[src/acc_config.svh]
`ifndef ACC_CONFIG_SVH
`define ACC_CONFIG_SVH

// ============================================================
// Datapath sizing
// ============================================================

// Partial sum and bank word width
`define ACC_DW          16

// Output memory organisation
`define ACC_NUM_BANKS   16
`define ACC_BANK_DEPTH  512

// Processing array columns feeding the accumulator
`define ACC_NUM_COLS    16

// ============================================================
// Derived widths
// ============================================================

// Bank number, 4 bits for 16 banks
`define ACC_SEL_W       $clog2(`ACC_NUM_BANKS)

// Word address inside one bank, 9 bits for 512 words
`define ACC_ADDR_W      $clog2(`ACC_BANK_DEPTH)

// Column index
`define ACC_COL_W       $clog2(`ACC_NUM_COLS)

// All bank read ports side by side
`define ACC_FLAT_W      (`ACC_NUM_BANKS * `ACC_DW)

// Pipeline depth from accepted hit to memory update
`define ACC_PIPE_DEPTH  6

`endif

[src/acc_data_pkg.sv]
`include "acc_config.svh"

package acc_data_pkg;

    // ============================================================
    // Scalar datapath types
    // ============================================================

    // Signed partial sum, also the accumulated bank word
    typedef logic signed [`ACC_DW-1:0] psum_t;

    // Which output bank a hit goes to
    typedef logic [`ACC_SEL_W-1:0] bank_sel_t;

    // Word address within that bank
    typedef logic [`ACC_ADDR_W-1:0] bank_addr_t;

    // Flattened read data of every bank
    typedef logic [`ACC_FLAT_W-1:0] bank_flat_t;

    // One-hot write enables over the banks
    typedef logic [`ACC_NUM_BANKS-1:0] bank_mask_t;

    // ============================================================
    // Item carried between pipeline stages
    // ============================================================

    // rdata stays zero until the read data is captured in stage 4;
    // after stage 5 psum holds the new sum
    typedef struct packed {
        logic       valid;
        bank_sel_t  bank;
        bank_addr_t addr;
        psum_t      psum;
        psum_t      rdata;
    } acc_stage_t;

endpackage

[src/acc_map_pkg.sv]
`include "acc_config.svh"

package acc_map_pkg;

    // ============================================================
    // Column mapping
    // ============================================================

    // Processing array column index
    typedef logic [`ACC_COL_W-1:0] col_id_t;

    // One column map register
    // Inactive columns drop their partial sums
    typedef struct packed {
        logic                     active;
        acc_data_pkg::bank_sel_t  bank;
        acc_data_pkg::bank_addr_t addr;
    } col_map_entry_t;

endpackage

[src/col_map_table.sv]
`timescale 1ns/1ps

`include "acc_config.svh"

module col_map_table (
    input  logic                        clk,
    input  logic                        rst_n,

    // Map register write port
    input  logic                        cfg_we,
    input  acc_map_pkg::col_id_t        cfg_col,
    input  acc_map_pkg::col_map_entry_t cfg_entry,

    // Partial sums from the processing array
    input  logic                        partial_valid,
    input  acc_data_pkg::psum_t         partial_in,
    input  acc_map_pkg::col_id_t        col_id,

    output acc_data_pkg::acc_stage_t    s1
);

    acc_map_pkg::col_map_entry_t map_q [`ACC_NUM_COLS];
    acc_map_pkg::col_map_entry_t entry;
    acc_data_pkg::acc_stage_t    s1_next;
    logic                        hit;

    // ============================================================
    // Map registers, all columns inactive out of reset
    // ============================================================
    always_ff @(posedge clk or negedge rst_n) begin
        if (!rst_n) begin
            for (int i = 0; i < `ACC_NUM_COLS; i++) begin
                map_q[i] <= '0;
            end
        end else if (cfg_we) begin
            map_q[cfg_col] <= cfg_entry;
        end
    end

    // ============================================================
    // Stage 1: lookup and filter
    // ============================================================
    always_comb begin
        entry           = map_q[col_id];
        hit             = partial_valid && entry.active;
        s1_next         = '0;
        s1_next.valid   = hit;
        s1_next.psum    = partial_in;
        // Dropped items carry bank and address zero
        if (hit) begin
            s1_next.bank = entry.bank;
            s1_next.addr = entry.addr;
        end
    end

    always_ff @(posedge clk or negedge rst_n) begin
        if (!rst_n) begin
            s1 <= '0;
        end else begin
            s1 <= s1_next;
        end
    end

endmodule

[config.mk]
export PLATFORM = sky130hd
export DESIGN_NAME = col_map_table
export DESIGN_NICKNAME = d
export VERILOG_FILES = /design/src/acc_data_pkg.sv /design/src/acc_map_pkg.sv /design/src/col_map_table.sv
export VERILOG_INCLUDE_DIRS = /design/src
export SDC_FILE = /design/constraint.sdc
export NUM_CORES = 1
export LEC_CHECK = 0
export BUFFER_PORTS_ARGS = -buffer_cell sky130_fd_sc_hd__buf_2
export CORE_ASPECT_RATIO = 1.25
export CORE_MARGIN = 3
export CORE_UTILIZATION = 55
export DETAILED_ROUTE_END_ITERATION = 6
export GPL_ROUTABILITY_DRIVEN = 1
export PLACE_DENSITY = 0.78
export SLEW_MARGIN = 20
export SYNTH_ARGS = -nofsm -noshare
export SYNTH_HDL_FRONTEND = slang
export SYNTH_SLANG_ARGS = --single-unit
[constraint.sdc]
create_clock -name clk -period 1.9 [get_ports clk]
set_input_delay 0.095 -clock clk [delete_from_list [all_inputs] [get_ports clk]]
set_output_delay 0.095 -clock clk [all_outputs]
set_load 0.02 [all_outputs]
==> impl_results.md <==
* Pins over their slew limit at 0
* Inserted Diodes at 0
* IO Count at between 80 and 90
* Final-layout fill cell count at ~1300
* Final Hold Vio Count at 0
* Minimum clock period at 1.57 ns
* RSZ-0062 raised after global routing: no
* Die Height at around 160 um
* Gr usage total at 23.9%
* Reg2reg start: map_q[125]
* Clock sink total at approximately 250
* CTS root buffer: clkbuf_16
* Vias at between 6000 and 7000
* DRT Pass-1 Iters at 5
* Top_reg_cell synth: dfrtp_1
* Highest routed layer: met4
* FP Rows at 57
* Largest cells by area after synthesis: dfrtp_1, mux2_2, mux4_2, a22oi_1, buf_4
* Clk Latency, worst-skew pair at between 0.5 and 0.6 ns
* Max Buffers Root-to-Sink at 3
* Worst r2r path cells at 5
* Syn Area/Cell at between 15 and 20 um2
* First-pass GRT wire length at slightly above 40 mm
* Cell taking the most area after synthesis: dfrtp_1
* WP buf/inv at 1
* CTS tree: built
* Slew at the pin closest to its max-slew limit at 0.540 ns
* Distinct cells, synth at 27
* Via/cell ratio at a little over 6
* Core ar. at between 15000 and 20000 um2
* Met2 wire length at approximately 13 mm
* First DRT Iteration DRCs at between 400 and 500
* DR WL met3 at 1.33 mm
* F_max at between 600 and 700 MHz
* Peak supply drop at 845 uV
* Sw Share at ~25%
* Setup Buffers After CTS at 0
* Worst r2r dst: s1[35]
* Cell with the most instances after synthesis: dfrtp_1
* Period utilization at roughly 82%
* PortBufs at slightly above 70
* Crit path launch type: register
* Vias in the first global route at approximately 7000
* Slew margin rel. at between 60% and 70%
* TNS Setup at 0 ns
* Drt wl/cell at 24.4 um
* Largest net degree at the start of global routing at 65
* Cell Area, Synth at around 11000 um2
* Most frequent cells after synthesis: dfrtp_1, mux2_2, mux4_2, a22oi_1
* Placed wire-length estimate at 16.6 mm
* DRT antenna net count at 0
* Status: finished, final reports clean
* FF-to-FF setup slack at ~0.33 ns
* WL met1 at roughly 11 mm
* Max_cap viols at 0
* Share of layout cells above drive strength 1 at 54.4%
* Clk slew on worst S/H paths at approximately 0.06 ns
* Final #Nets at roughly 830
* Arrival time at the worst endpoint at 1.95 ns
* CP Capture Type: register
* H-tree depth at 1
* Part of the power in the clock network at between 30% and 40%
* Sequential share of power at 49.7%
* Family with the most delay on the worst path: multiplexers
* Hold path startpoint: cfg_entry[12]
* Internal cell power at 10.9 mW
* GPL Wtd Cong at around 0.8
* Overflow after GRT at 0
* Post-Syn Instances at 685
* P_leak at about 5.7 nW
* Critical path, cell by cell: mux4_2 > nand2b_1 > nand4b_1 > buf_12 > a22oi_1
* P_sw at about 3.5 mW
* Worst-path fanout max at 14
* Required @ worst endpoint at ~2.3 ns
* Final setup fails at 0
* Seq/Total Area, Yosys at around 57%
* Clock Skew at around 0.014 ns
* Chip width at 133 um
* Placed inst area at around 12000 um2
* Synth Warn # at 0
* Initial antenna violation count at 0
* Slowest-stage cell, CP: mux4_2
* Hold path depth at 2
* Total CTS buffers at 25
* Logic pwr share at 17.2%
* WHS Endpoint: map_q[152]
* DRC viols at 0
* Final wirelength at approximately 26 mm
* Area added between synthesis and finish at 15.6%
* Yosys top cell area share at roughly 57%
* Kind of critical path: reg -> reg
* FFs w/ async S/R, synth at between 90% and 100%
* Worst Hold Class: in -> reg
* EDFF count, synth at 0
* Flops & latches, synth at approximately 250
* Pwr Density at 1120 nW/um2
* Initial Util at between 50% and 60%
* Fin area at around 13000 um2
* Crit path largest cell delay at around 0.45 ns
* Die area at 21900 um2
## state kept, by name, summed over array words and instances, names as in the netlist
signal and cells:
map_q 224, s1 30
## layer usage
layer,GRT usage (%),up-vias
li1,-,2739
met1,32.4,3481
met2,40.7,188
met3,3.96,51
met4,6.78,0
met5,0,-
## kinds of logic after synthesis
logic type / Yosys count / synth area share (%)
and+or+nand+nor: 36 / 2.26
DFF: 254 / 57.2
buffers and inverters: 70 / 3.58
AOI/OAI and AO/OA: 42 / 2.86
other: 1 / 0.0338
muxes: 282 / 34.0
## metrics by stage
stage | hold WS [ns] | std cells | util (%) | setup slack, ns | power [mW]
after floorplan | -0.201 | 700 | - | 0.419 | 8.89
after global placement | 0.0789 | 1008 | 60.6 | 0.353 | 9.43
after detailed placement | 0.0844 | 1008 | 60.6 | 0.318 | 9.68
after CTS | 0.0175 | 1068 | 65.5 | 0.339 | 14.5
after global routing | 0.0508 | 1068 | 65.5 | 0.278 | 15.0
final | 0.0370 | 1068 | 65.5 | 0.333 | 14.4
## final cells by class
cell class | count | area, um2 | area share, %
clock buffer | 38 | 734 | 5.72
clock inverter | 5 | 53.8 | 0.419
multi-input combinational | 376 | 4410 | 34.3
sequential | 254 | 6360 | 49.5
tap | 265 | 332 | 2.58
timing repair buffer | 130 | 953 | 7.43
## timing repair
| item | 4_1_cts | 5_1_grt |
|---|---|---|
| resized for setup | 0 | 0 |
| hold buffers | 17 | 0 |
| endpoints found under the hold margin | 208 | 0 |
## power groups by stage
stage	clock, mW	sequential (mW)	combinational (mW)
after floorplan	0	7.06	1.83
after global placement	0	7.11	2.32
after global routing	5.05	7.27	2.66
final	4.77	7.14	2.47
after detailed placement	0	7.23	2.46
after CTS	4.83	7.14	2.49
## worst register-to-register path: cells and delay by family, from the launching register on
| family | cells | cell delay (ns) |
|---|---|---|
| buf+inv | 1 | 0.18 |
| flops | 1 | 0.38 |
| mux | 1 | 0.45 |
| compound gates | 1 | 0.11 |
| simple gates | 2 | 0.31 |
## cells in the final DEF (no fill, tap or decap), types with 3 or more instances in the layout
cell type and count:
dfrtp_1 254, mux4_2 54, clkbuf_1 7, buf_12 8
mux2_2 224, mux2i_1 4, clkinv_2 3, a22oi_1 40
clkbuf_16 25, nand3_1 3, clkbuf_8 6, conb_1 16
nor2b_1 3, nor2_1 6, dlygate4sd3_1 17, buf_2 69
buf_4 35, nand2_1 7, nor3_2 4
## worst max path at each step
stage	depth (start not counted)	start	slack [ns]	endpoint
floorplan	5	map_q[125]	0.42	s1[33]
global placement	5	col_id[0]	0.35	s1[34]
detailed placement	5	col_id[0]	0.32	s1[37]
CTS	5	map_q[125]	0.34	s1[34]
global route	5	map_q[125]	0.28	s1[42]
finish	5	map_q[125]	0.33	s1[35]
(Power assumes the default switching activity.)
