$ cat src/acc_config.svh
`ifndef ACC_CONFIG_SVH
`define ACC_CONFIG_SVH

// ============================================================
// Datapath sizing
// ============================================================

// Partial sum and bank word width
`define ACC_DW          16

// Output memory organisation
`define ACC_NUM_BANKS   16
`define ACC_BANK_DEPTH  512

// Processing array columns feeding the accumulator
`define ACC_NUM_COLS    16

// ============================================================
// Derived widths
// ============================================================

// Bank number, 4 bits for 16 banks
`define ACC_SEL_W       $clog2(`ACC_NUM_BANKS)

// Word address inside one bank, 9 bits for 512 words
`define ACC_ADDR_W      $clog2(`ACC_BANK_DEPTH)

// Column index
`define ACC_COL_W       $clog2(`ACC_NUM_COLS)

// All bank read ports side by side
`define ACC_FLAT_W      (`ACC_NUM_BANKS * `ACC_DW)

// Pipeline depth from accepted hit to memory update
`define ACC_PIPE_DEPTH  6

`endif

$ cat src/acc_data_pkg.sv
`include "acc_config.svh"

package acc_data_pkg;

    // ============================================================
    // Scalar datapath types
    // ============================================================

    // Signed partial sum, also the accumulated bank word
    typedef logic signed [`ACC_DW-1:0] psum_t;

    // Which output bank a hit goes to
    typedef logic [`ACC_SEL_W-1:0] bank_sel_t;

    // Word address within that bank
    typedef logic [`ACC_ADDR_W-1:0] bank_addr_t;

    // Flattened read data of every bank
    typedef logic [`ACC_FLAT_W-1:0] bank_flat_t;

    // One-hot write enables over the banks
    typedef logic [`ACC_NUM_BANKS-1:0] bank_mask_t;

    // ============================================================
    // Item carried between pipeline stages
    // ============================================================

    // rdata stays zero until the read data is captured in stage 4;
    // after stage 5 psum holds the new sum
    typedef struct packed {
        logic       valid;
        bank_sel_t  bank;
        bank_addr_t addr;
        psum_t      psum;
        psum_t      rdata;
    } acc_stage_t;

endpackage

$ cat src/acc_update_stage.sv
`timescale 1ns/1ps

`include "acc_config.svh"

module acc_update_stage (
    input  logic                       clk,
    input  logic                       rst_n,

    input  acc_data_pkg::acc_stage_t   s4,

    // Accumulate write port of the bank array
    output acc_data_pkg::bank_mask_t   wr_en,
    output acc_data_pkg::bank_addr_t   wr_addr,
    output acc_data_pkg::psum_t        wr_data,

    // Valid flags of stages 5 and 6
    output logic [1:0]                 stage_busy
);

    acc_data_pkg::acc_stage_t s5;
    acc_data_pkg::bank_mask_t wr_onehot;
    logic                     valid_s6;

    // ============================================================
    // Stage 5: accumulate, wraps at ACC_DW bits
    // ============================================================
    always_ff @(posedge clk or negedge rst_n) begin
        if (!rst_n) begin
            s5 <= '0;
        end else begin
            s5.valid <= s4.valid;
            s5.bank  <= s4.bank;
            s5.addr  <= s4.addr;
            s5.psum  <= s4.valid ? acc_data_pkg::psum_t'(s4.psum + s4.rdata) : '0;
            s5.rdata <= '0;
        end
    end

    // ============================================================
    // Stage 6: one-hot bank write
    // ============================================================
    always_comb begin
        for (int b = 0; b < `ACC_NUM_BANKS; b++) begin
            wr_onehot[b] = s5.valid && (s5.bank == b);
        end
    end

    always_ff @(posedge clk or negedge rst_n) begin
        if (!rst_n) begin
            wr_en    <= '0;
            wr_addr  <= '0;
            wr_data  <= '0;
            valid_s6 <= 1'b0;
        end else begin
            wr_en    <= wr_onehot;
            wr_addr  <= s5.addr;
            wr_data  <= s5.psum;
            valid_s6 <= s5.valid;
        end
    end

    assign stage_busy = {valid_s6, s5.valid};

endmodule

$ cat config.mk
export PLATFORM = sky130hd
export DESIGN_NAME = acc_update_stage
export DESIGN_NICKNAME = d
export VERILOG_FILES = /design/src/acc_data_pkg.sv /design/src/acc_update_stage.sv
export VERILOG_INCLUDE_DIRS = /design/src
export SDC_FILE = /design/constraint.sdc
export NUM_CORES = 1
export LEC_CHECK = 0
export BUFFER_PORTS_ARGS = -buffer_cell sky130_fd_sc_hd__buf_2
export CORE_MARGIN = 1
export CORE_UTILIZATION = 50
export DETAILED_ROUTE_END_ITERATION = 10
export HOLD_SLACK_MARGIN = 0.12
export PLACE_DENSITY = 0.79
export SLEW_MARGIN = 20
export SYNTH_ARGS = -nofsm -noshare
export SYNTH_HDL_FRONTEND = slang
export SYNTH_SLANG_ARGS = --single-unit
$ cat constraint.sdc
create_clock -name clk -period 3.9 [get_ports clk]
set_clock_uncertainty 0.15 [all_clocks]
set_input_delay 0 -clock clk [delete_from_list [all_inputs] [get_ports clk]]
set_output_delay 0 -clock clk [all_outputs]
set_load 0.1 [all_outputs]
==> results_dict.tcl, run 1 <==
set metrics [dict create \
    tightest_slew_ps 558.4 \
    vias 2129 \
    p_total_w 0.001907 \
    tns_ps 0 \
    clk_latency_ps 330 \
    synthToLayoutAreaGrowth_pct 48.45 \
    cts_root_buffer "clkbuf_8" \
    power.density_mw_per_mm2 467.4 \
    grt_pass1_vias 2136 \
    synth.top_cells.by_area "dfrtp_1, ha_1, nor2_1, mux2i_1, nand2_1" \
    ys_seq_area_frac 0.6557 \
    final_max_slew_viol_count 0 \
    grt_max_degree 49 \
    outcome "complete, no violations" \
    ir_drop_mv 0.2821 \
    die_w_um 76.13 \
    worst_setup_path_end_kind "flip-flop" \
    syn-num-nets 273 \
    grt_usage 0.2143 \
    final_antenna_net_count 0 \
    required_ps 4010 \
    drcViolationCount 0 \
    wl_um 5570 \
    ys_warn_count 0 \
    setup_viol 0 \
    async_flop_share 1.000 \
    num_rows 26 \
    coreArea_sq_mm 0.005205 \
    initial_utilization 0.5279 \
    cpMostUsedCell "dlygate4sd3_1" \
    synth_cell_types 43 \
    netlist_area_sq_mm 0.002748 \
    slowest_stage "dlygate4sd3_1" \
    worstPathArrival_ps 3220 \
    gr-total-overflow 0 \
    worstSetupStartpointType "input pin" \
    dieArea_sq_mm 0.005796 \
    critPathKind "in -> reg" \
    cp.buffers_inverters 4 \
    path_clk_slew_ps 80 \
    ys_ff_latch 72 \
    synth_ff_type "dfrtp_1" \
    fmax_ghz 0.3216 \
    finalNetCount 430 \
    drive_above_1_share 0.3100 \
    htree_levels 3 \
    p_leak_nw 2.095 \
    synth-edff-count 0 \
    antenna_found_initial 0 \
    grt_pass1_wl_um 9487 \
    max-slew-margin-rel 0.6277 \
    cts_tree "done" \
    postSynthCellCount 209 \
    fill_cells 345 \
    num_antenna_cells 0 \
    fin_crit_ps 3109 \
    cpPeakStageDelay_ps 590 \
    io_pins 91 \
    post_cts_resized 0 \
    synth.avg_cell_area_sq_um 13.15 \
    cap_violations 0 \
    worstHoldPathType "in -> reg" \
    postCtsSetupBuffers 0 \
    hold_violations 0 \
    die_h_um 76.13 \
    critical_path.cell_chain "dlygate4sd3_1, buf_2, ha_1, dlygate4sd3_1, and2b_1, o2111ai_1, a21oi_1, a41oi_1, mux2i_1, dlygate4sd3_1" \
    dr.pass1.iters 6 \
    dpl.hpwl_um 3534 \
    min_period_over_period 0.7972 \
    drtIter0Drc 60 \
    routabilityCongestion 0.8636 \
    io_buffers 90 \
    routedWlPerCell_um 12.63 \
    cts.sinks 72 \
    cts_buffers 9 \
    via_per_inst 4.828 \
    synth_area_leader_cell "dfrtp_1" \
    synth_top_area_frac 0.6557 \
    placed_cells 366 \
    rsz0062_at_grt "false" \
    path_max_fanout 5 \
    clockBufferDepth 2 \
    layoutNonFillerInstCount 441 \
    cp_top_family "buffers and inverters" \
]
per-stage QoR:
stage | utilization | worst slack, ps | cell area [sq um] | hold WS, ps
CTS | 0.7813 | 851.6 | 4066 | 128.2
global placement | 0.6284 | 1896 | 3271 | -41.55
detailed placement | 0.6284 | 1825 | 3271 | -40.67
floorplan | - | 2166 | 2748 | -445.6
finish | 0.7837 | 790.8 | 4079 | 154.1
global route | 0.7837 | 628.1 | 4079 | 135.5
what timing repair did:
action | CTS | global route
endpoints found under the setup margin | 0 | 0
endpoints found under the hold margin | 77 | 40
hold buffers | 58 | 1
state kept, by name, summed over array words and instances (netlist names):
| signal | cells |
|---|---|
| valid_s6 | 1 |
| wr_data | 16 |
| wr_addr | 9 |
| wr_en | 16 |
| s5 | 29 |
| stage_busy | 1 |
power breakdown:
group	switching [W]	internal, W	total (W)	leakage (nW)
clock network	0.000269	0.000335	0.000604	0.106
registers	0.0000158	0.000800	0.000816	0.913
logic	0.000332	0.000155	0.000487	1.08
total	0.000617	0.00129	0.00191	2.09
worst paths after layout:
check / start / end / slack, ps / depth (start not counted)
max: s4[2] / s5[30] / 790 / 10
max reg2reg: stage_busy[0] / wr_en[0] / 2580 / 2
min: s4[41] / s5[41] / 150 / 2
min reg2reg: s5[28] / wr_data[12] / 200 / 0
min in group asynchronous: rst_n / wr_addr[8] / 580 / 3
max in group asynchronous: rst_n / s5[40] / 2290 / 4
synth_stat cells (all sizes together) (4+ instances only):
library cell and instances:
and2 7, dfrtp 72, nand2b 7, o21ai 5
nor2 17, ha 15, a21oi 11, nand2 15
inv 4, mux2i 6, nor3 4
placed cells by master (no fill, tap or decap), types with 2 or more instances in the layout:
cell	instances
buf_4	2
dfrtp_1	72
clkbuf_8	11
ha_1	15
dlygate4sd3_1	59
nor2_1	17
nand3_1	3
mux2i_1	6
xor2_1	3
a21oi_1	11
nand2b_1	7
clkinv_4	2
a21o_1	3
inv_1	4
o21bai_1	2
nand2_1	15
nor2b_1	2
nor3_1	4
nand3b_1	3
xnor2_1	3
and2_1	6
nand4_1	2
buf_2	89
o21ai_0	5
final cells by class:
cell class	count	area (sq um)	area share
clock buffers	11	151.4	0.03712
repair buffers	150	1051	0.2577
multi-input cells	129	908.4	0.2227
flip-flops and latches	72	1802	0.4417
inverters	4	15.01	0.003681
clock inverters	5	63.81	0.01564
well taps	70	87.58	0.02147
kinds of logic after synthesis:
kind of cell               share of synthesized area
buffers and inverters                        0.01366
adders and majority gates                    0.07559
muxes                                        0.02186
xor gates and xnor gates                     0.01913
and+or+nand+nor                               0.1257
DFF                                           0.6557
AOI/OAI and AO/OA                            0.08834
per-layer routing:
metal | wire length, um | part of all wire | GRT usage
met5 | 0 | 0 | 0
met3 | 281 | 0.050 | 0.05509
met2 | 2899 | 0.52 | 0.3682
met1 | 2310 | 0.41 | 0.2590
met4 | 78 | 0.014 | 0.08462
(Power assumes the default switching activity.)
==> run 2: changes to the inputs <==
Settings changed: ABC_AREA set to 1, CORE_UTILIZATION 50 to 46, PLACE_DENSITY 0.79 to 0.76.
Clock period 3.9 ns to 2.6 ns, I/O delays scaled along.
==> run 2 against run 1 <==
Compared with the run above:
- worst setup slack worse by 470 ps
- sequential share of layout area is 1.4 points lower
- via count is 18% higher
- synthesized cell count is 47% higher
- utilization is 8.9 points lower
- non-clock buffer count is 3 lower
- sequential cell count stayed put
- sequential power is 50% higher
- clock power is 30% higher
- worst hold slack worse by 20 ps
- cell count is 23% higher
- highest routed layer unchanged
==> results_dict.tcl, run 2 <==
set metrics [dict create \
    postSynthCellCount 308 \
    synth_compound_area_frac 0.03393 \
    cts_tree "done" \
    p_leak_nw 2.387 \
    r2r_slack_ps 1420 \
    path_clk_slew_ps 70 \
    worstSetupStartpointType "input pin" \
    worst_setup_path_end_kind "flip-flop" \
    wl_um 6283 \
    routedWlPerCell_um 11.57 \
    clockBufferDepth 2 \
    grt_pass1_vias 2439 \
    clk_latency_ps 330 \
    worstHoldPathType "in -> reg" \
    ir_drop_mv 0.4805 \
    muxShareOfSynthArea 0 \
    rr_worst_depth 2 \
    max-slew-margin-rel 0.6413 \
    met3_usage 0.04667 \
    grtUsageMet1 0.2087 \
    cts_root_buffer "clkbuf_8" \
    top_register "s5" \
    fmax_ghz 0.4381 \
    coreArea_sq_mm 0.006061 \
    fin_crit_ps 2283 \
    min_period_over_period 0.8779 \
    dr.pass1.iters 6 \
    drtIter0Drc 45 \
    ys_seq_area_frac 0.6107 \
    critical_path.cell_chain "dlygate4sd3_1, buf_2, ha_1, inv_1, fa_1, inv_1, nand4_1, nand2_1, nand2_1, a21oi_1, dlygate4sd3_1, nor2_1" \
    synth_cell_types 21 \
    required_ps 2680 \
    dieArea_sq_mm 0.006738 \
    synth.most_common_cell "nand2_1" \
    synth.top_cells.by_area "dfrtp_1, nand2_1, inv_1, ha_1, nor2_1" \
    via_per_inst 4.645 \
    synthSimpleGateAreaFrac 0.2019 \
    min_path_cells 6 \
    drcViolationCount 0 \
    final_max_slew_viol_count 0 \
    yosys.area_share.xor_xnor 0.005937 \
    synth_top_family_by_area "simple AND/OR/NAND/NOR gates" \
    synth_top_area_frac 0.6107 \
    initial_utilization 0.4868 \
    r2r_end "wr_en[9]" \
    mostFrequentLayoutCells "buf_2, nand2_1, dfrtp_1, dlygate4sd3_1, inv_1" \
    syn-num-nets 372 \
    cpPeakStageDelay_ps 560 \
    outcome "complete, no violations" \
    synth.avg_cell_area_sq_um 9.579 \
    r2r-start "stage_busy[0]" \
    ys_warn_count 0 \
    vias 2522 \
    setup_viol 0 \
    grt_max_degree 27 \
    tns_ps 0 \
    placed_area_sq_mm 0.003481 \
    final_common_cell "buf_2" \
    dpl.hpwl_um 4201 \
    finalNetCount 527 \
    cap_violations 0 \
    slowest_stage "dlygate4sd3_1" \
    synth_area_leader_cell "dfrtp_1" \
    cts_buffers 9 \
    ys_ff_latch 72 \
    grtUsageMet2 0.3983 \
    htree_levels 3 \
    rsz0062_at_grt "false" \
    reg_top3 "s5 x29, wr_data x16, wr_en x16" \
    busiest_layer "met2" \
    critPathKind "in -> reg" \
    p_total_w 0.002729 \
    drive_above_1_share 0.2415 \
    worstPathArrival_ps 2360 \
    hold_violations 0 \
    grt_usage 0.2060 \
    synth_common_cells "nand2_1, dfrtp_1, inv_1, nor2_1" \
    synth_ff_type "dfrtp_1" \
    gr-total-overflow 0 \
    num_rows 28 \
    power.density_mw_per_mm2 648.3 \
    tightest_slew_ps 538.1 \
    antenna_found_initial 0 \
    synth-edff-count 0 \
    largest_reg_flops 29 \
    netlist_area_sq_mm 0.002950 \
    cts.sinks 72 \
    async_flop_share 1.000 \
    io_buffers 90 \
    path_max_fanout 4 \
    final_antenna_net_count 0 \
    grt_pass1_wl_um 10250 \
    io_pins 91 \
    synth-adder-area-share 0.07040 \
    min_from "s4[12]" \
    design_area_sq_mm 0.004210 \
    die_h_um 82.09 \
    synthToLayoutAreaGrowth_pct 42.71 \
    num_antenna_cells 0 \
    die_w_um 82.09 \
    post_cts_resized 0 \
    routabilityCongestion 0.8833 \
    holdPathEnd "s5[28]" \
]
## run 2: how the worst max path moves through the flow
stage                start       end
floorplan            s4[0]    s5[24]
global placement     s4[0]    s5[30]
detailed placement   s4[0]    s5[24]
CTS                  rst_n  wr_en[2]
global route        s4[16]    s5[30]
finish              s4[16]    s5[30]
## run 2: power by group
group	internal, W	switching (W)
clock	0.000398	0.000386
sequential	0.00120	0.0000217
combinational	0.000207	0.000520
## run 2: logic make-up (layout without fill, tap and decap cells)
| family | after synthesis | count (layout) |
|---|---|---|
| AOI/OAI and AO/OA | 20 | 20 |
| adders and majority gates | 16 | 16 |
| DFF | 72 | 72 |
| and+or+nand+nor | 142 | 142 |
| xor gates and xnor gates | 2 | 2 |
| buffers and inverters | 56 | 216 |
## run 2: through the flow
stage	hold WS, ps	std cells	utilization	setup slack [ps]
after global routing	144.2	543	0.6947	190.5
final	134.0	543	0.6947	317.5
after floorplan	-445.6	308	-	1269
after CTS	122.1	543	0.6955	209.6
after global placement	-128.4	472	0.5743	1108
after detailed placement	-125.3	472	0.5743	1057
## run 2: per-layer routing
| layer | wire length (um) | vias up |
|---|---|---|
| li1 | - | 1255 |
| met1 | 2504 | 1184 |
| met2 | 3369 | 76 |
| met3 | 340 | 7 |
| met4 | 68 | 0 |
| met5 | 0 | - |
## run 2: repair_timing
item / in CTS / in global routing
buffers inserted: 0 / 0
endpoints found under the setup margin: 0 / 0
hold buffers: 55 / 0
endpoints found under the hold margin: 102 / 0
## run 2: final cells by class
class / count / area, sq um
flip-flops and latches: 72 / 1802
well taps: 75 / 93.84
repair buffers: 147 / 1011
multi-input cells: 180 / 920.9
clock buffers: 12 / 155.1
clock inverters: 4 / 28.78
inverters: 53 / 198.9
fillers: 469 / 1851
## run 2: worst max-delay path, delay by kind of cell
| kind | cells | cell delay [ps] |
|---|---|---|
| and+or+nand+nor | 4 | 360 |
| AOI/OAI and AO/OA | 1 | 130 |
| buffers and inverters | 5 | 1360 |
| adders and majority gates | 2 | 510 |
