File: config.mk
export PLATFORM = sky130hd
export DESIGN_NAME = acc_read_stage
export DESIGN_NICKNAME = d
export VERILOG_FILES = /design/src/acc_data_pkg.sv /design/src/acc_read_stage.sv
export VERILOG_INCLUDE_DIRS = /design/src
export SDC_FILE = /design/constraint.sdc
export NUM_CORES = 1
export LEC_CHECK = 0
export ABC_AREA = 1
export BUFFER_PORTS_ARGS = -buffer_cell sky130_fd_sc_hd__buf_4
export CORE_AREA = 4 4 138 140
export CTS_CLUSTER_SIZE = 25
export DETAILED_ROUTE_END_ITERATION = 6
export DIE_AREA = 0 0 142 144
export GPL_TIMING_DRIVEN = 0
export PLACE_DENSITY = 0.8
export SETUP_SLACK_MARGIN = 0.15
export SYNTH_ARGS = -nofsm -noshare
export SYNTH_HDL_FRONTEND = slang
export SYNTH_SLANG_ARGS = --single-unit
export TNS_END_PERCENT = 10
File: constraint.sdc
create_clock -name clk -period 1.28 [get_ports clk]
set_input_delay 0.256 -clock clk [delete_from_list [all_inputs] [get_ports clk]]
set_output_delay 0.256 -clock clk [all_outputs]
set_load 0.01 [all_outputs]
File: src/acc_config.svh
`ifndef ACC_CONFIG_SVH
`define ACC_CONFIG_SVH

// ============================================================
// Datapath sizing
// ============================================================

// Partial sum and bank word width
`define ACC_DW          16

// Output memory organisation
`define ACC_NUM_BANKS   16
`define ACC_BANK_DEPTH  512

// Processing array columns feeding the accumulator
`define ACC_NUM_COLS    16

// ============================================================
// Derived widths
// ============================================================

// Bank number, 4 bits for 16 banks
`define ACC_SEL_W       $clog2(`ACC_NUM_BANKS)

// Word address inside one bank, 9 bits for 512 words
`define ACC_ADDR_W      $clog2(`ACC_BANK_DEPTH)

// Column index
`define ACC_COL_W       $clog2(`ACC_NUM_COLS)

// All bank read ports side by side
`define ACC_FLAT_W      (`ACC_NUM_BANKS * `ACC_DW)

// Pipeline depth from accepted hit to memory update
`define ACC_PIPE_DEPTH  6

`endif

File: src/acc_data_pkg.sv
`include "acc_config.svh"

package acc_data_pkg;

    // ============================================================
    // Scalar datapath types
    // ============================================================

    // Signed partial sum, also the accumulated bank word
    typedef logic signed [`ACC_DW-1:0] psum_t;

    // Which output bank a hit goes to
    typedef logic [`ACC_SEL_W-1:0] bank_sel_t;

    // Word address within that bank
    typedef logic [`ACC_ADDR_W-1:0] bank_addr_t;

    // Flattened read data of every bank
    typedef logic [`ACC_FLAT_W-1:0] bank_flat_t;

    // One-hot write enables over the banks
    typedef logic [`ACC_NUM_BANKS-1:0] bank_mask_t;

    // ============================================================
    // Item carried between pipeline stages
    // ============================================================

    // rdata stays zero until the read data is captured in stage 4;
    // after stage 5 psum holds the new sum
    typedef struct packed {
        logic       valid;
        bank_sel_t  bank;
        bank_addr_t addr;
        psum_t      psum;
        psum_t      rdata;
    } acc_stage_t;

endpackage

File: src/acc_read_stage.sv
`timescale 1ns/1ps

`include "acc_config.svh"

module acc_read_stage (
    input  logic                       clk,
    input  logic                       rst_n,

    input  acc_data_pkg::acc_stage_t   s1,

    // Accumulate read port of the bank array
    output acc_data_pkg::bank_sel_t    rd_bank,
    output acc_data_pkg::bank_addr_t   rd_addr,
    input  acc_data_pkg::bank_flat_t   rd_data_flat,

    output acc_data_pkg::acc_stage_t   s4
);

    acc_data_pkg::acc_stage_t s2;
    acc_data_pkg::acc_stage_t s3;
    acc_data_pkg::psum_t      sel_word;

    // ============================================================
    // Stage 2: issue the bank read
    // ============================================================
    always_ff @(posedge clk or negedge rst_n) begin
        if (!rst_n) begin
            s2      <= '0;
            rd_bank <= '0;
            rd_addr <= '0;
        end else begin
            s2 <= s1;
            // Read port holds its last address between hits
            if (s1.valid) begin
                rd_bank <= s1.bank;
                rd_addr <= s1.addr;
            end
        end
    end

    // ============================================================
    // Stage 3: wait out the registered memory read
    // ============================================================
    always_ff @(posedge clk or negedge rst_n) begin
        if (!rst_n) begin
            s3 <= '0;
        end else begin
            s3 <= s2;
        end
    end

    // ============================================================
    // Stage 4: capture the addressed bank's word
    // ============================================================
    assign sel_word = rd_data_flat[s3.bank*`ACC_DW +: `ACC_DW];

    always_ff @(posedge clk or negedge rst_n) begin
        if (!rst_n) begin
            s4 <= '0;
        end else begin
            s4       <= s3;
            s4.rdata <= s3.valid ? sel_word : '0;
        end
    end

endmodule

==> impl_metrics.env, run 1 <==
export IMPL_cp_required_ps=1550
export IMPL_die_x_um=142
export IMPL_die_height_um=144
export IMPL_total_cell_area_at_the_placement_stage_sq_um=9220
export IMPL_ys_warnings_count=0
export IMPL_syn_nets=1182
export IMPL_maxCapViolCount=0
export IMPL_fraction_of_the_yosys_area_taken_by_sequential_cells_pct=47.83
export IMPL_rr_worst_depth=8
export IMPL_synth_fa_ha_area_share_pct=0
export IMPL_reg2reg_to="s4[10]$_DFF_PN0_"
export IMPL_grt_setup_unrepaired="true"
export IMPL_numClockSinks=119
export IMPL_pre_cts_ws_ps=-521.7
export IMPL_ir_drop_uv=1252
export IMPL_cts_htree_levels=4
export IMPL_finalSetupViolCount=16
export IMPL_synth_simple_area_share_pct=36.01
export IMPL_period_share_pct=120.8
export IMPL_max_slew_worst_pin_slew_ps=646.9
export IMPL_ys_seq_elements=119
export IMPL_combinational_family_with_the_most_area_after_synthesis="simple AND/OR/NAND/NOR gates"
export IMPL_syn_area_per_cell_sq_um=7.091
export IMPL_avgRoutedWirePerCell_um=18.87
export IMPL_drc=0
export IMPL_crit_reg2reg_launch="s3[41]$_DFF_PN0_"
export IMPL_hold_buffers=30
export IMPL_clk_latency_ps=420
export IMPL_power_density_nw_per_um2=1051
export IMPL_placeable_area_sq_um=17840
export IMPL_number_of_hold_violations_in_the_final_report=47
export IMPL_synthDistinctLibCells=12
export IMPL_total_routed_wirelength_um=28740
export IMPL_fin_skew_ps=8.115
export IMPL_final_antenna_net_count=0
export IMPL_drive_above_1_share_pct=39.88
export IMPL_synth_mux_area_fraction_pct=2.351
export IMPL_cp_arrival_ps=1820
export IMPL_top_level_ports=363
export IMPL_min_tclk_post_route_ps=1547
export IMPL_placement_rows=49
export IMPL_synth_compound_area_share_pct=1.286
export IMPL_critPathMaxFanout=10
export IMPL_tritoncts="done"
export IMPL_grt_max_degree=73
export IMPL_failed_checks="negative hold slack, negative setup slack"
export IMPL_design_area_sq_um=10900
export IMPL_worst_setup_path_type="reg -> reg"
export IMPL_highest_count_cells_in_the_layout_ignoring_fill_and_taps="378 x sky130_fd_sc_hd__nand2_1, 301 x sky130_fd_sc_hd__buf_4, 129 x sky130_fd_sc_hd__inv_1, 118 x sky130_fd_sc_hd__dfrtp_1, 115 x sky130_fd_sc_hd__nand3_1"
export IMPL_hold_ws_ps=-139.3
export IMPL_antenna_cells_inserted=0
export IMPL_cts_buffers=17
export IMPL_clockBufferDepth=2
export IMPL_grt_pass1_wl_um=41360
export IMPL_max_slew_margin_pct=56.87
export IMPL_finalWorstSetupSlack_ps=-266.8
export IMPL_grt_overflow_total=0
export IMPL_worstSetupEndpointType="flip-flop"
export IMPL_drt_initial_drc_count=450
export IMPL_regToRegSetupSlack_ps=-270
export IMPL_postSynthCellCount=878
export IMPL_post_synth_xor_area_fraction_pct=0
export IMPL_flow_area_growth_from_synthesis_pct=75.06
export IMPL_groute_usage_overall_pct=26.77
export IMPL_floorplan_initialDensity_pct=34.90
export IMPL_dp_hpwl_um=21050
export IMPL_syn_area_sq_um=6226
export IMPL_maximum_achievable_frequency_mhz=646.5
export IMPL_min_delay_path_class="in -> async"
export IMPL_via_per_inst=4.811
export IMPL_p_leak_nw=6.105
export IMPL_vias=7327
export IMPL_grt_pass1_vias=7589
export IMPL_number_of_antenna_violations_at_the_first_check_in_global_routing=0
export IMPL_worst_setup_path_start_kind="flip-flop"
export IMPL_io_buffers=346
export IMPL_die_area_sq_um=20450
export IMPL_totalPowerFinal_mw=11.45
export IMPL_max_slew_violation_count=0
export IMPL_clock_root_buffer="sky130_fd_sc_hd__clkbuf_16"
export IMPL_outcome="finished with violations"
export IMPL_layout_nets=1585
export IMPL_final_common_cell="sky130_fd_sc_hd__nand2_1"
export IMPL_clkTransAtPathRegs_ps=60
export IMPL_place_congestion=0.8979
export IMPL_dr_pass1_iters=5
-- worst max-delay path: stages (launching register included) --
cell                      delay, ps
sky130_fd_sc_hd__dfrtp_2        460
sky130_fd_sc_hd__inv_4          100
sky130_fd_sc_hd__buf_6          170
sky130_fd_sc_hd__buf_6          160
sky130_fd_sc_hd__nand2_1         60
sky130_fd_sc_hd__nand3_1         60
sky130_fd_sc_hd__nand3_1        160
sky130_fd_sc_hd__nand3_1        170
sky130_fd_sc_hd__a21oi_2         60
-- timing repair --
item | in CTS | in global routing
endpoints found under the setup margin | 75 | 75
pin swaps | 5 | 14
gates resized for setup | 124 | 45
setup buffers | 1 | 0
gates cloned | 1 | 5
endpoints found under the hold margin | 77 | 47
-- routing by layer --
metal | wire length (um) | global-route usage, % | part of all wire [%]
met5 | 0 | 0 | 0
met1 | 11110 | 30.76 | 39
met3 | 2022 | 6.250 | 7.0
met4 | 1015 | 10.20 | 3.5
met2 | 14590 | 48.40 | 51
-- sequential cells by signal, indices dropped and copies added, names as in the netlist --
signal	cells
rd_addr	9
rd_bank	4
s2	30
s4	46
s3	30
-- cell usage after synthesis --
master | n | share of area, %
sky130_fd_sc_hd__a21oi_1 | 16 | 1.3
sky130_fd_sc_hd__buf_1 | 4 | 0.24
sky130_fd_sc_hd__buf_2 | 26 | 2.1
sky130_fd_sc_hd__buf_4 | 9 | 1.1
sky130_fd_sc_hd__buf_6 | 2 | 0.36
sky130_fd_sc_hd__clkbuf_1 | 12 | 0.72
sky130_fd_sc_hd__dfrtp_1 | 119 | 48
sky130_fd_sc_hd__inv_1 | 131 | 7.9
sky130_fd_sc_hd__inv_2 | 2 | 0.12
sky130_fd_sc_hd__mux2_2 | 13 | 2.4
sky130_fd_sc_hd__nand2_1 | 384 | 23
sky130_fd_sc_hd__nand3_1 | 160 | 13
-- power breakdown --
part / internal [mW] / switching [mW]
combinational: 1.40 / 1.24
sequential: 3.99 / 0.121
clock: 2.75 / 1.95
-- final cells by class --
cell class                 count  area (sq um)
multi-input combinational    573          2748
tap                          229         286.5
clock inverter                15         155.1
inverter                     133         501.7
timing repair buffer         384          3319
sequential                   119          2979
buffer                        53         484.2
clock buffer                  17         425.4
fill                        1561          6942
-- worst max path at each step --
stage                          start               end  slack (ps)  depth (start not counted)
floorplan           s3[41]$_DFF_PN0_  s4[11]$_DFF_PN0_         100                          7
finish              s3[41]$_DFF_PN0_  s4[10]$_DFF_PN0_        -270                          8
detailed placement  s3[43]$_DFF_PN0_   s4[9]$_DFF_PN0_        -520                          5
global placement    s3[43]$_DFF_PN0_   s4[9]$_DFF_PN0_        -530                          5
global route        s3[41]$_DFF_PN0_   s4[0]$_DFF_PN0_        -350                          9
CTS                 s3[41]$_DFF_PN0_  s4[10]$_DFF_PN0_        -210                         10
-- stage by stage --
step	setup TNS [ps]	utilization (%)	instances
final	-3585	61.09	1523
after global routing	-4693	61.09	1523
after CTS	-3205	59.41	1518
after detailed placement	-6529	51.68	1454
after global placement	-39410	51.53	1453
after floorplan	0	-	878
-- cells by family (layout without fill, tap and decap cells) --
logic type	Yosys count	after routing
AND/OR/NAND/NOR	544	544
buffers and inverters	186	602
flip-flops	119	119
AO/OA/AOI/OAI	16	16
multiplexers	13	13
(Power assumes the default switching activity.)
==> inputs of run 2 (changes only) <==
- CELL_PAD_IN_SITES_DETAIL_PLACEMENT: unset -> 0
- CELL_PAD_IN_SITES_GLOBAL_PLACEMENT: unset -> 2
- CORE_AREA: 4 4 138 140 -> unset
- CORE_MARGIN: unset -> 4
- CORE_UTILIZATION: unset -> 20
- DIE_AREA: 0 0 142 144 -> unset
- PLACE_DENSITY: 0.8 -> 0.88
==> impl_metrics.env, run 2 (synthesis results as in run 1) <==
export IMPL_final_antenna_net_count=0
export IMPL_max_slew_worst_pin_slew_ps=551.0
export IMPL_failed_checks="negative hold slack, negative setup slack"
export IMPL_total_routed_wirelength_um=31180
export IMPL_internal_power_mw=8.134
export IMPL_drt_initial_drc_count=217
export IMPL_design_area_sq_um=11190
export IMPL_floorplan_initialDensity_pct=20.30
export IMPL_finalWorstSetupSlack_ps=-238.5
export IMPL_number_of_antenna_violations_at_the_first_check_in_global_routing=0
export IMPL_dp_hpwl_um=24570
export IMPL_critPathMaxFanout=10
export IMPL_numClockSinks=119
export IMPL_cts_repair_timing_setup_buffer_count=0
export IMPL_io_buffers=346
export IMPL_placeable_area_sq_um=30670
export IMPL_outcome="finished with violations"
export IMPL_vias=6910
export IMPL_power_switching_fraction_pct=28.78
export IMPL_via_per_inst=4.091
export IMPL_die_height_um=184.4
export IMPL_place_congestion=0.7686
export IMPL_ir_drop_uv=860.5
export IMPL_rr_worst_depth=8
export IMPL_worstSetupEndpointType="flip-flop"
export IMPL_max_reg_flops=46
export IMPL_maxCapViolCount=0
export IMPL_finish_cell_count_without_fillers=1689
export IMPL_placed_cells_incl_taps=1621
export IMPL_clk_latency_ps=410
export IMPL_grt_pass1_wl_um=43380
export IMPL_clock_root_buffer="sky130_fd_sc_hd__clkbuf_16"
export IMPL_clkTransAtPathRegs_ps=60
export IMPL_n_fill_cell=3256
export IMPL_totalPowerFinal_mw=11.42
export IMPL_worst_setup_path_start_kind="flip-flop"
export IMPL_final_common_cell="sky130_fd_sc_hd__nand2_1"
export IMPL_placement_rows=64
export IMPL_power_density_nw_per_um2=1020
export IMPL_maximum_achievable_frequency_mhz=658.5
export IMPL_worst_setup_path_type="reg -> reg"
export IMPL_dr_pass1_iters=4
export IMPL_combinationalPowerShare_pct=23.5
export IMPL_max_slew_margin_pct=63.27
export IMPL_final_setup_tns_ps=-3263
export IMPL_groute_usage_overall_pct=17.26
export IMPL_power_share_clock_pct=40.6
export IMPL_total_cell_area_at_the_placement_stage_sq_um=9433
export IMPL_min_delay_path_class="in -> async"
export IMPL_regToRegSetupSlack_ps=-240
export IMPL_cp_arrival_ps=1850
export IMPL_seq_power_share_pct=35.9
export IMPL_largest_registers="s4 x46, s2 x30, s3 x30"
export IMPL_top_level_ports=363
export IMPL_crit_reg2reg_launch="s3[41]$_DFF_PN0_"
export IMPL_grt_max_degree=62
export IMPL_number_of_hold_violations_in_the_final_report=60
export IMPL_fin_skew_ps=11.89
export IMPL_cts_buffers=17
export IMPL_layout_nets=1584
export IMPL_die_area_sq_um=34020
export IMPL_grt_setup_unrepaired="true"
export IMPL_p_leak_nw=6.113
export IMPL_grt_pass1_vias=7235
export IMPL_hold_ws_ps=-190.3
export IMPL_antenna_cells_inserted=0
export IMPL_cts_htree_levels=4
export IMPL_net_switching_power_mw=3.287
export IMPL_grt_overflow_total=0
export IMPL_finalSetupViolCount=16
export IMPL_avgRoutedWirePerCell_um=18.46
export IMPL_cp_required_ps=1610
export IMPL_drc=0
export IMPL_drive_above_1_share_pct=40.91
export IMPL_layout_core_utilization_pct=36.50
export IMPL_period_share_pct=118.6
export IMPL_pre_cts_ws_ps=-616.1
export IMPL_largest_register="s4"
export IMPL_max_slew_violation_count=0
export IMPL_clockBufferDepth=2
export IMPL_tritoncts="done"
export IMPL_flow_area_growth_from_synthesis_pct=79.80
export IMPL_hold_buffers=30
export IMPL_die_x_um=184.4
export IMPL_min_tclk_post_route_ps=1519
export IMPL_highest_count_cells_in_the_layout_ignoring_fill_and_taps="368 x sky130_fd_sc_hd__nand2_1, 299 x sky130_fd_sc_hd__buf_4, 129 x sky130_fd_sc_hd__inv_1, 118 x sky130_fd_sc_hd__dfrtp_1, 114 x sky130_fd_sc_hd__nand3_1"
export IMPL_reg2reg_to="s4[10]$_DFF_PN0_"
## run 2: changes by cell type in the layout (fill, tap and decap cells not counted), moves of 4 or more
| cell | change |
|---|---|
| sky130_fd_sc_hd__nand3_2 | -4 |
| sky130_fd_sc_hd__nand2_1 | -10 |
| sky130_fd_sc_hd__nand3_4 | +5 |
| sky130_fd_sc_hd__nand2_2 | +11 |
| sky130_fd_sc_hd__clkinv_4 | +4 |
## run 2: metal layers
metal  track usage (%)  wire length [um]  vias up
li1                  -                 -     3474
met3             3.375              1924       28
met5                 0                 0        -
met2             30.70             15800      228
met4             4.052               644        0
met1             21.59             12810     3180
## run 2: worst max-delay path by stage
stage,from,to,cells past startpoint
detailed placement,s3[43]$_DFF_PN0_,s4[7]$_DFF_PN0_,5
global placement,s3[43]$_DFF_PN0_,s4[7]$_DFF_PN0_,5
CTS,s3[41]$_DFF_PN0_,s4[4]$_DFF_PN0_,9
global route,s3[41]$_DFF_PN0_,s4[10]$_DFF_PN0_,8
floorplan,s3[41]$_DFF_PN0_,s4[11]$_DFF_PN0_,7
finish,s3[41]$_DFF_PN0_,s4[10]$_DFF_PN0_,8
## run 2: power by group through the flow
stage	Clock, mW	Combinational, mW	Sequential, mW
floorplan	0	0.852	4.19
global placement	0	2.30	4.12
detailed placement	0	2.32	4.13
CTS	4.74	2.56	4.10
global route	4.92	2.94	4.12
finish	4.64	2.69	4.10
## run 2: timing repair
action                     CTS  global route
gates resized for setup    118            79
hold endpoints to repair    90            60
gates cloned                 0             6
pin swaps                    0            18
setup endpoints to repair   75            75
## run 2: critical path, stage by stage (launching register included)
cell and delay, ps:
sky130_fd_sc_hd__dfrtp_2 440, sky130_fd_sc_hd__clkinv_4 130, sky130_fd_sc_hd__clkbuf_16 190, sky130_fd_sc_hd__buf_6 140, sky130_fd_sc_hd__nand2_1 60, sky130_fd_sc_hd__nand3_1 80
sky130_fd_sc_hd__nand3_2 120, sky130_fd_sc_hd__nand3_2 100, sky130_fd_sc_hd__a21oi_1 160
## run 2: layout make-up
type                    count  area (sq um)  share of cell area [%]
repair buffers            383          3301                   29.48
flip-flops and latches    119          2979                   26.61
multi-input cells         573          2821                   25.20
plain buffers              53         518.0                   4.627
inverters                 133         508.0                   4.538
well taps                 396         495.5                   4.426
clock buffers              18         429.2                   3.834
clock inverters            14         142.6                   1.274
==> inputs of run 3 (changes only) <==
- PLACE_DENSITY: 0.88 -> 0.75
==> impl_metrics.env, run 3 (synthesis results as in run 1) <==
export IMPL_grt_overflow_total=0
export IMPL_worst_path_stages=9
export IMPL_grt_pass1_wl_um=44260
export IMPL_number_of_hold_violations_in_the_final_report=0
export IMPL_floorplan_initialDensity_pct=20.30
export IMPL_worst_path_dominant_cell_family="buffers and inverters"
export IMPL_grt_setup_unrepaired="true"
export IMPL_final_antenna_net_count=0
export IMPL_n_fill_cell=3306
export IMPL_clock_root_buffer="sky130_fd_sc_hd__clkbuf_16"
export IMPL_tritoncts="done"
export IMPL_die_height_um=184.4
export IMPL_global_route_usage_met3_pct=3.987
export IMPL_dr_pass1_iters=4
export IMPL_via_per_inst=4.083
export IMPL_numClockSinks=119
export IMPL_cell_seen_most_often_among_critical_path_stages="sky130_fd_sc_hd__nand2_1"
export IMPL_vias=6892
export IMPL_flow_area_growth_from_synthesis_pct=79.78
export IMPL_cp_arrival_ps=1750
export IMPL_clkTransAtPathRegs_ps=50
export IMPL_worst_setup_path_type="reg -> reg"
export IMPL_final_common_cell="sky130_fd_sc_hd__nand2_1"
export IMPL_io_buffers=346
export IMPL_reg2reg_to="s4[0]$_DFF_PN0_"
export IMPL_finalWorstSetupSlack_ps=-196.6
export IMPL_worst_setup_path_start_kind="flip-flop"
export IMPL_power_share_clock_pct=41.9
export IMPL_net_switching_power_mw=3.159
export IMPL_min_from="s1[45]"
export IMPL_clk_latency_ps=410
export IMPL_grt_busiest_layer="met2"
export IMPL_dp_hpwl_um=24650
export IMPL_total_routed_wirelength_um=30620
export IMPL_regToRegSetupSlack_ps=-200
export IMPL_outcome="finished with violations"
export IMPL_seq_power_share_pct=35.2
export IMPL_global_route_usage_met1_pct=21.63
export IMPL_die_area_sq_um=34020
export IMPL_critical_path_slowest_cell="sky130_fd_sc_hd__dfrtp_2"
export IMPL_period_share_pct=115.4
export IMPL_worstSetupEndpointType="flip-flop"
export IMPL_layout_nets=1583
export IMPL_max_slew_violation_count=0
export IMPL_cts_buffers=17
export IMPL_max_slew_margin_pct=62.56
export IMPL_largest_registers="s4 x46, s2 x30, s3 x30"
export IMPL_placement_rows=64
export IMPL_groute_usage_overall_pct=17.51
export IMPL_max_slew_worst_pin_slew_ps=561.7
export IMPL_crit_reg2reg_launch="s3[41]$_DFF_PN0_"
export IMPL_die_x_um=184.4
export IMPL_avgRoutedWirePerCell_um=18.14
export IMPL_critPathMaxFanout=6
export IMPL_gr_usage_met2_pct=31.21
export IMPL_failed_checks="negative setup slack"
export IMPL_ir_drop_uv=1015
export IMPL_rr_worst_depth=9
export IMPL_drc=0
export IMPL_min_delay_path_class="in -> reg"
export IMPL_fin_skew_ps=13.21
export IMPL_internal_power_mw=8.464
export IMPL_cp_required_ps=1550
export IMPL_largest_register="s4"
export IMPL_place_congestion=0.7523
export IMPL_top_level_ports=363
export IMPL_cts_htree_levels=4
export IMPL_power_density_nw_per_um2=1038
export IMPL_grt_max_degree=73
export IMPL_cp_num_buf_inv=3
export IMPL_timing_critical_path_from="s3[41]$_DFF_PN0_"
export IMPL_min_tclk_post_route_ps=1477
export IMPL_path_cells="clkinv_4, buf_12, clkbuf_16, nand2_1, nand2_1, nand2_1, nand3_2, nand3_1, a21oi_1"
export IMPL_grt_pass1_vias=7286
export IMPL_drt_initial_drc_count=253
export IMPL_clockBufferDepth=2
export IMPL_crit_path_end="s4[0]$_DFF_PN0_"
export IMPL_power_switching_fraction_pct=27.18
export IMPL_maxCapViolCount=0
export IMPL_maximum_achievable_frequency_mhz=677.3
export IMPL_finalSetupViolCount=16
export IMPL_totalPowerFinal_mw=11.62
export IMPL_placeable_area_sq_um=30670
export IMPL_max_reg_flops=46
export IMPL_highest_count_cells_in_the_layout_ignoring_fill_and_taps="374 x sky130_fd_sc_hd__nand2_1, 297 x sky130_fd_sc_hd__buf_4, 129 x sky130_fd_sc_hd__inv_1, 118 x sky130_fd_sc_hd__dfrtp_1, 110 x sky130_fd_sc_hd__nand3_1"
export IMPL_number_of_antenna_violations_at_the_first_check_in_global_routing=1
export IMPL_p_leak_nw=6.112
export IMPL_hold_ws_ps=137.8
export IMPL_combinationalPowerShare_pct=22.9
export IMPL_drive_above_1_share_pct=40.20
export IMPL_worst_path_largest_cell_delay_ps=430
## run 3: changes by cell type in the layout (fill, tap and decap cells not counted), sizes merged
cell,change
clkinv,-1
clkbuf,-1
dlygate4sd3,+1
inv,-2
clkinvlp,+1
buf,-2
diode,+1
bufinv,+2
## run 3: area by class of cell
| class | count | area (sq um) | area share (%) |
|---|---|---|---|
| timing repair buffer | 382 | 3247 | 29.01 |
| sequential | 119 | 2979 | 26.62 |
| multi-input combinational | 573 | 2820 | 25.20 |
| buffer | 53 | 543.0 | 4.851 |
| inverter | 133 | 508.0 | 4.538 |
| tap | 396 | 495.5 | 4.427 |
| clock buffer | 17 | 425.4 | 3.801 |
| clock inverter | 14 | 172.7 | 1.543 |
| antenna | 1 | 2.502 | 0.02236 |
## run 3: worst min path at each step
stage               cells past startpoint                endpoint
floorplan                               0  rd_addr[0]$_DFFE_PN0P_
global placement                        0        s3[31]$_DFF_PN0_
detailed placement                      1        s3[19]$_DFF_PN0_
CTS                                     2  rd_addr[0]$_DFFE_PN0P_
global route                            2  rd_bank[3]$_DFFE_PN0P_
finish                                  2  rd_addr[8]$_DFFE_PN0P_
## run 3: through the flow
stage               std cells  area (sq um)  worst slack (ps)  TNS [ps]  util [%]
floorplan                 878          6309             101.1         0         -
global placement         1620          9402            -667.5    -47820     30.65
detailed placement       1621          9433            -622.5     -8501     30.76
CTS                      1684         10760            -253.1     -3329     35.07
global route             1688         11190            -282.3     -4124     36.50
finish                   1688         11190            -196.6     -2495     36.50
## run 3: power groups by stage
stage	registers (mW)	logic, mW	clock network (mW)
after floorplan	4.19	0.852	0
after global placement	4.12	2.30	0
after detailed placement	4.13	2.32	0
after CTS	4.09	2.55	4.98
after global routing	4.12	2.93	5.18
final	4.09	2.66	4.87
## run 3: routing by layer
layer / wire (um) / share of wire [%]
met3: 1876 / 6.1
met5: 0 / 0
met2: 15480 / 51
met4: 471 / 1.5
met1: 12790 / 42
## run 3: what timing repair did
| item | in CTS | in global routing |
|---|---|---|
| pin swaps | 1 | 15 |
| hold buffers | 31 | 0 |
| endpoints found under the setup margin | 75 | 147 |
| buffers inserted | 1 | 1 |
| resized for setup | 114 | 83 |
| endpoints found under the hold margin | 77 | 0 |
| gates cloned | 0 | 2 |
## run 3: worst register-to-register path: stages (launching register included)
cell and delay (ps):
sky130_fd_sc_hd__dfrtp_2 430, sky130_fd_sc_hd__clkinv_4 110, sky130_fd_sc_hd__buf_12 170, sky130_fd_sc_hd__clkbuf_16 160, sky130_fd_sc_hd__nand2_1 50, sky130_fd_sc_hd__nand2_1 50
sky130_fd_sc_hd__nand2_1 70, sky130_fd_sc_hd__nand3_2 120, sky130_fd_sc_hd__nand3_1 110, sky130_fd_sc_hd__a21oi_1 60
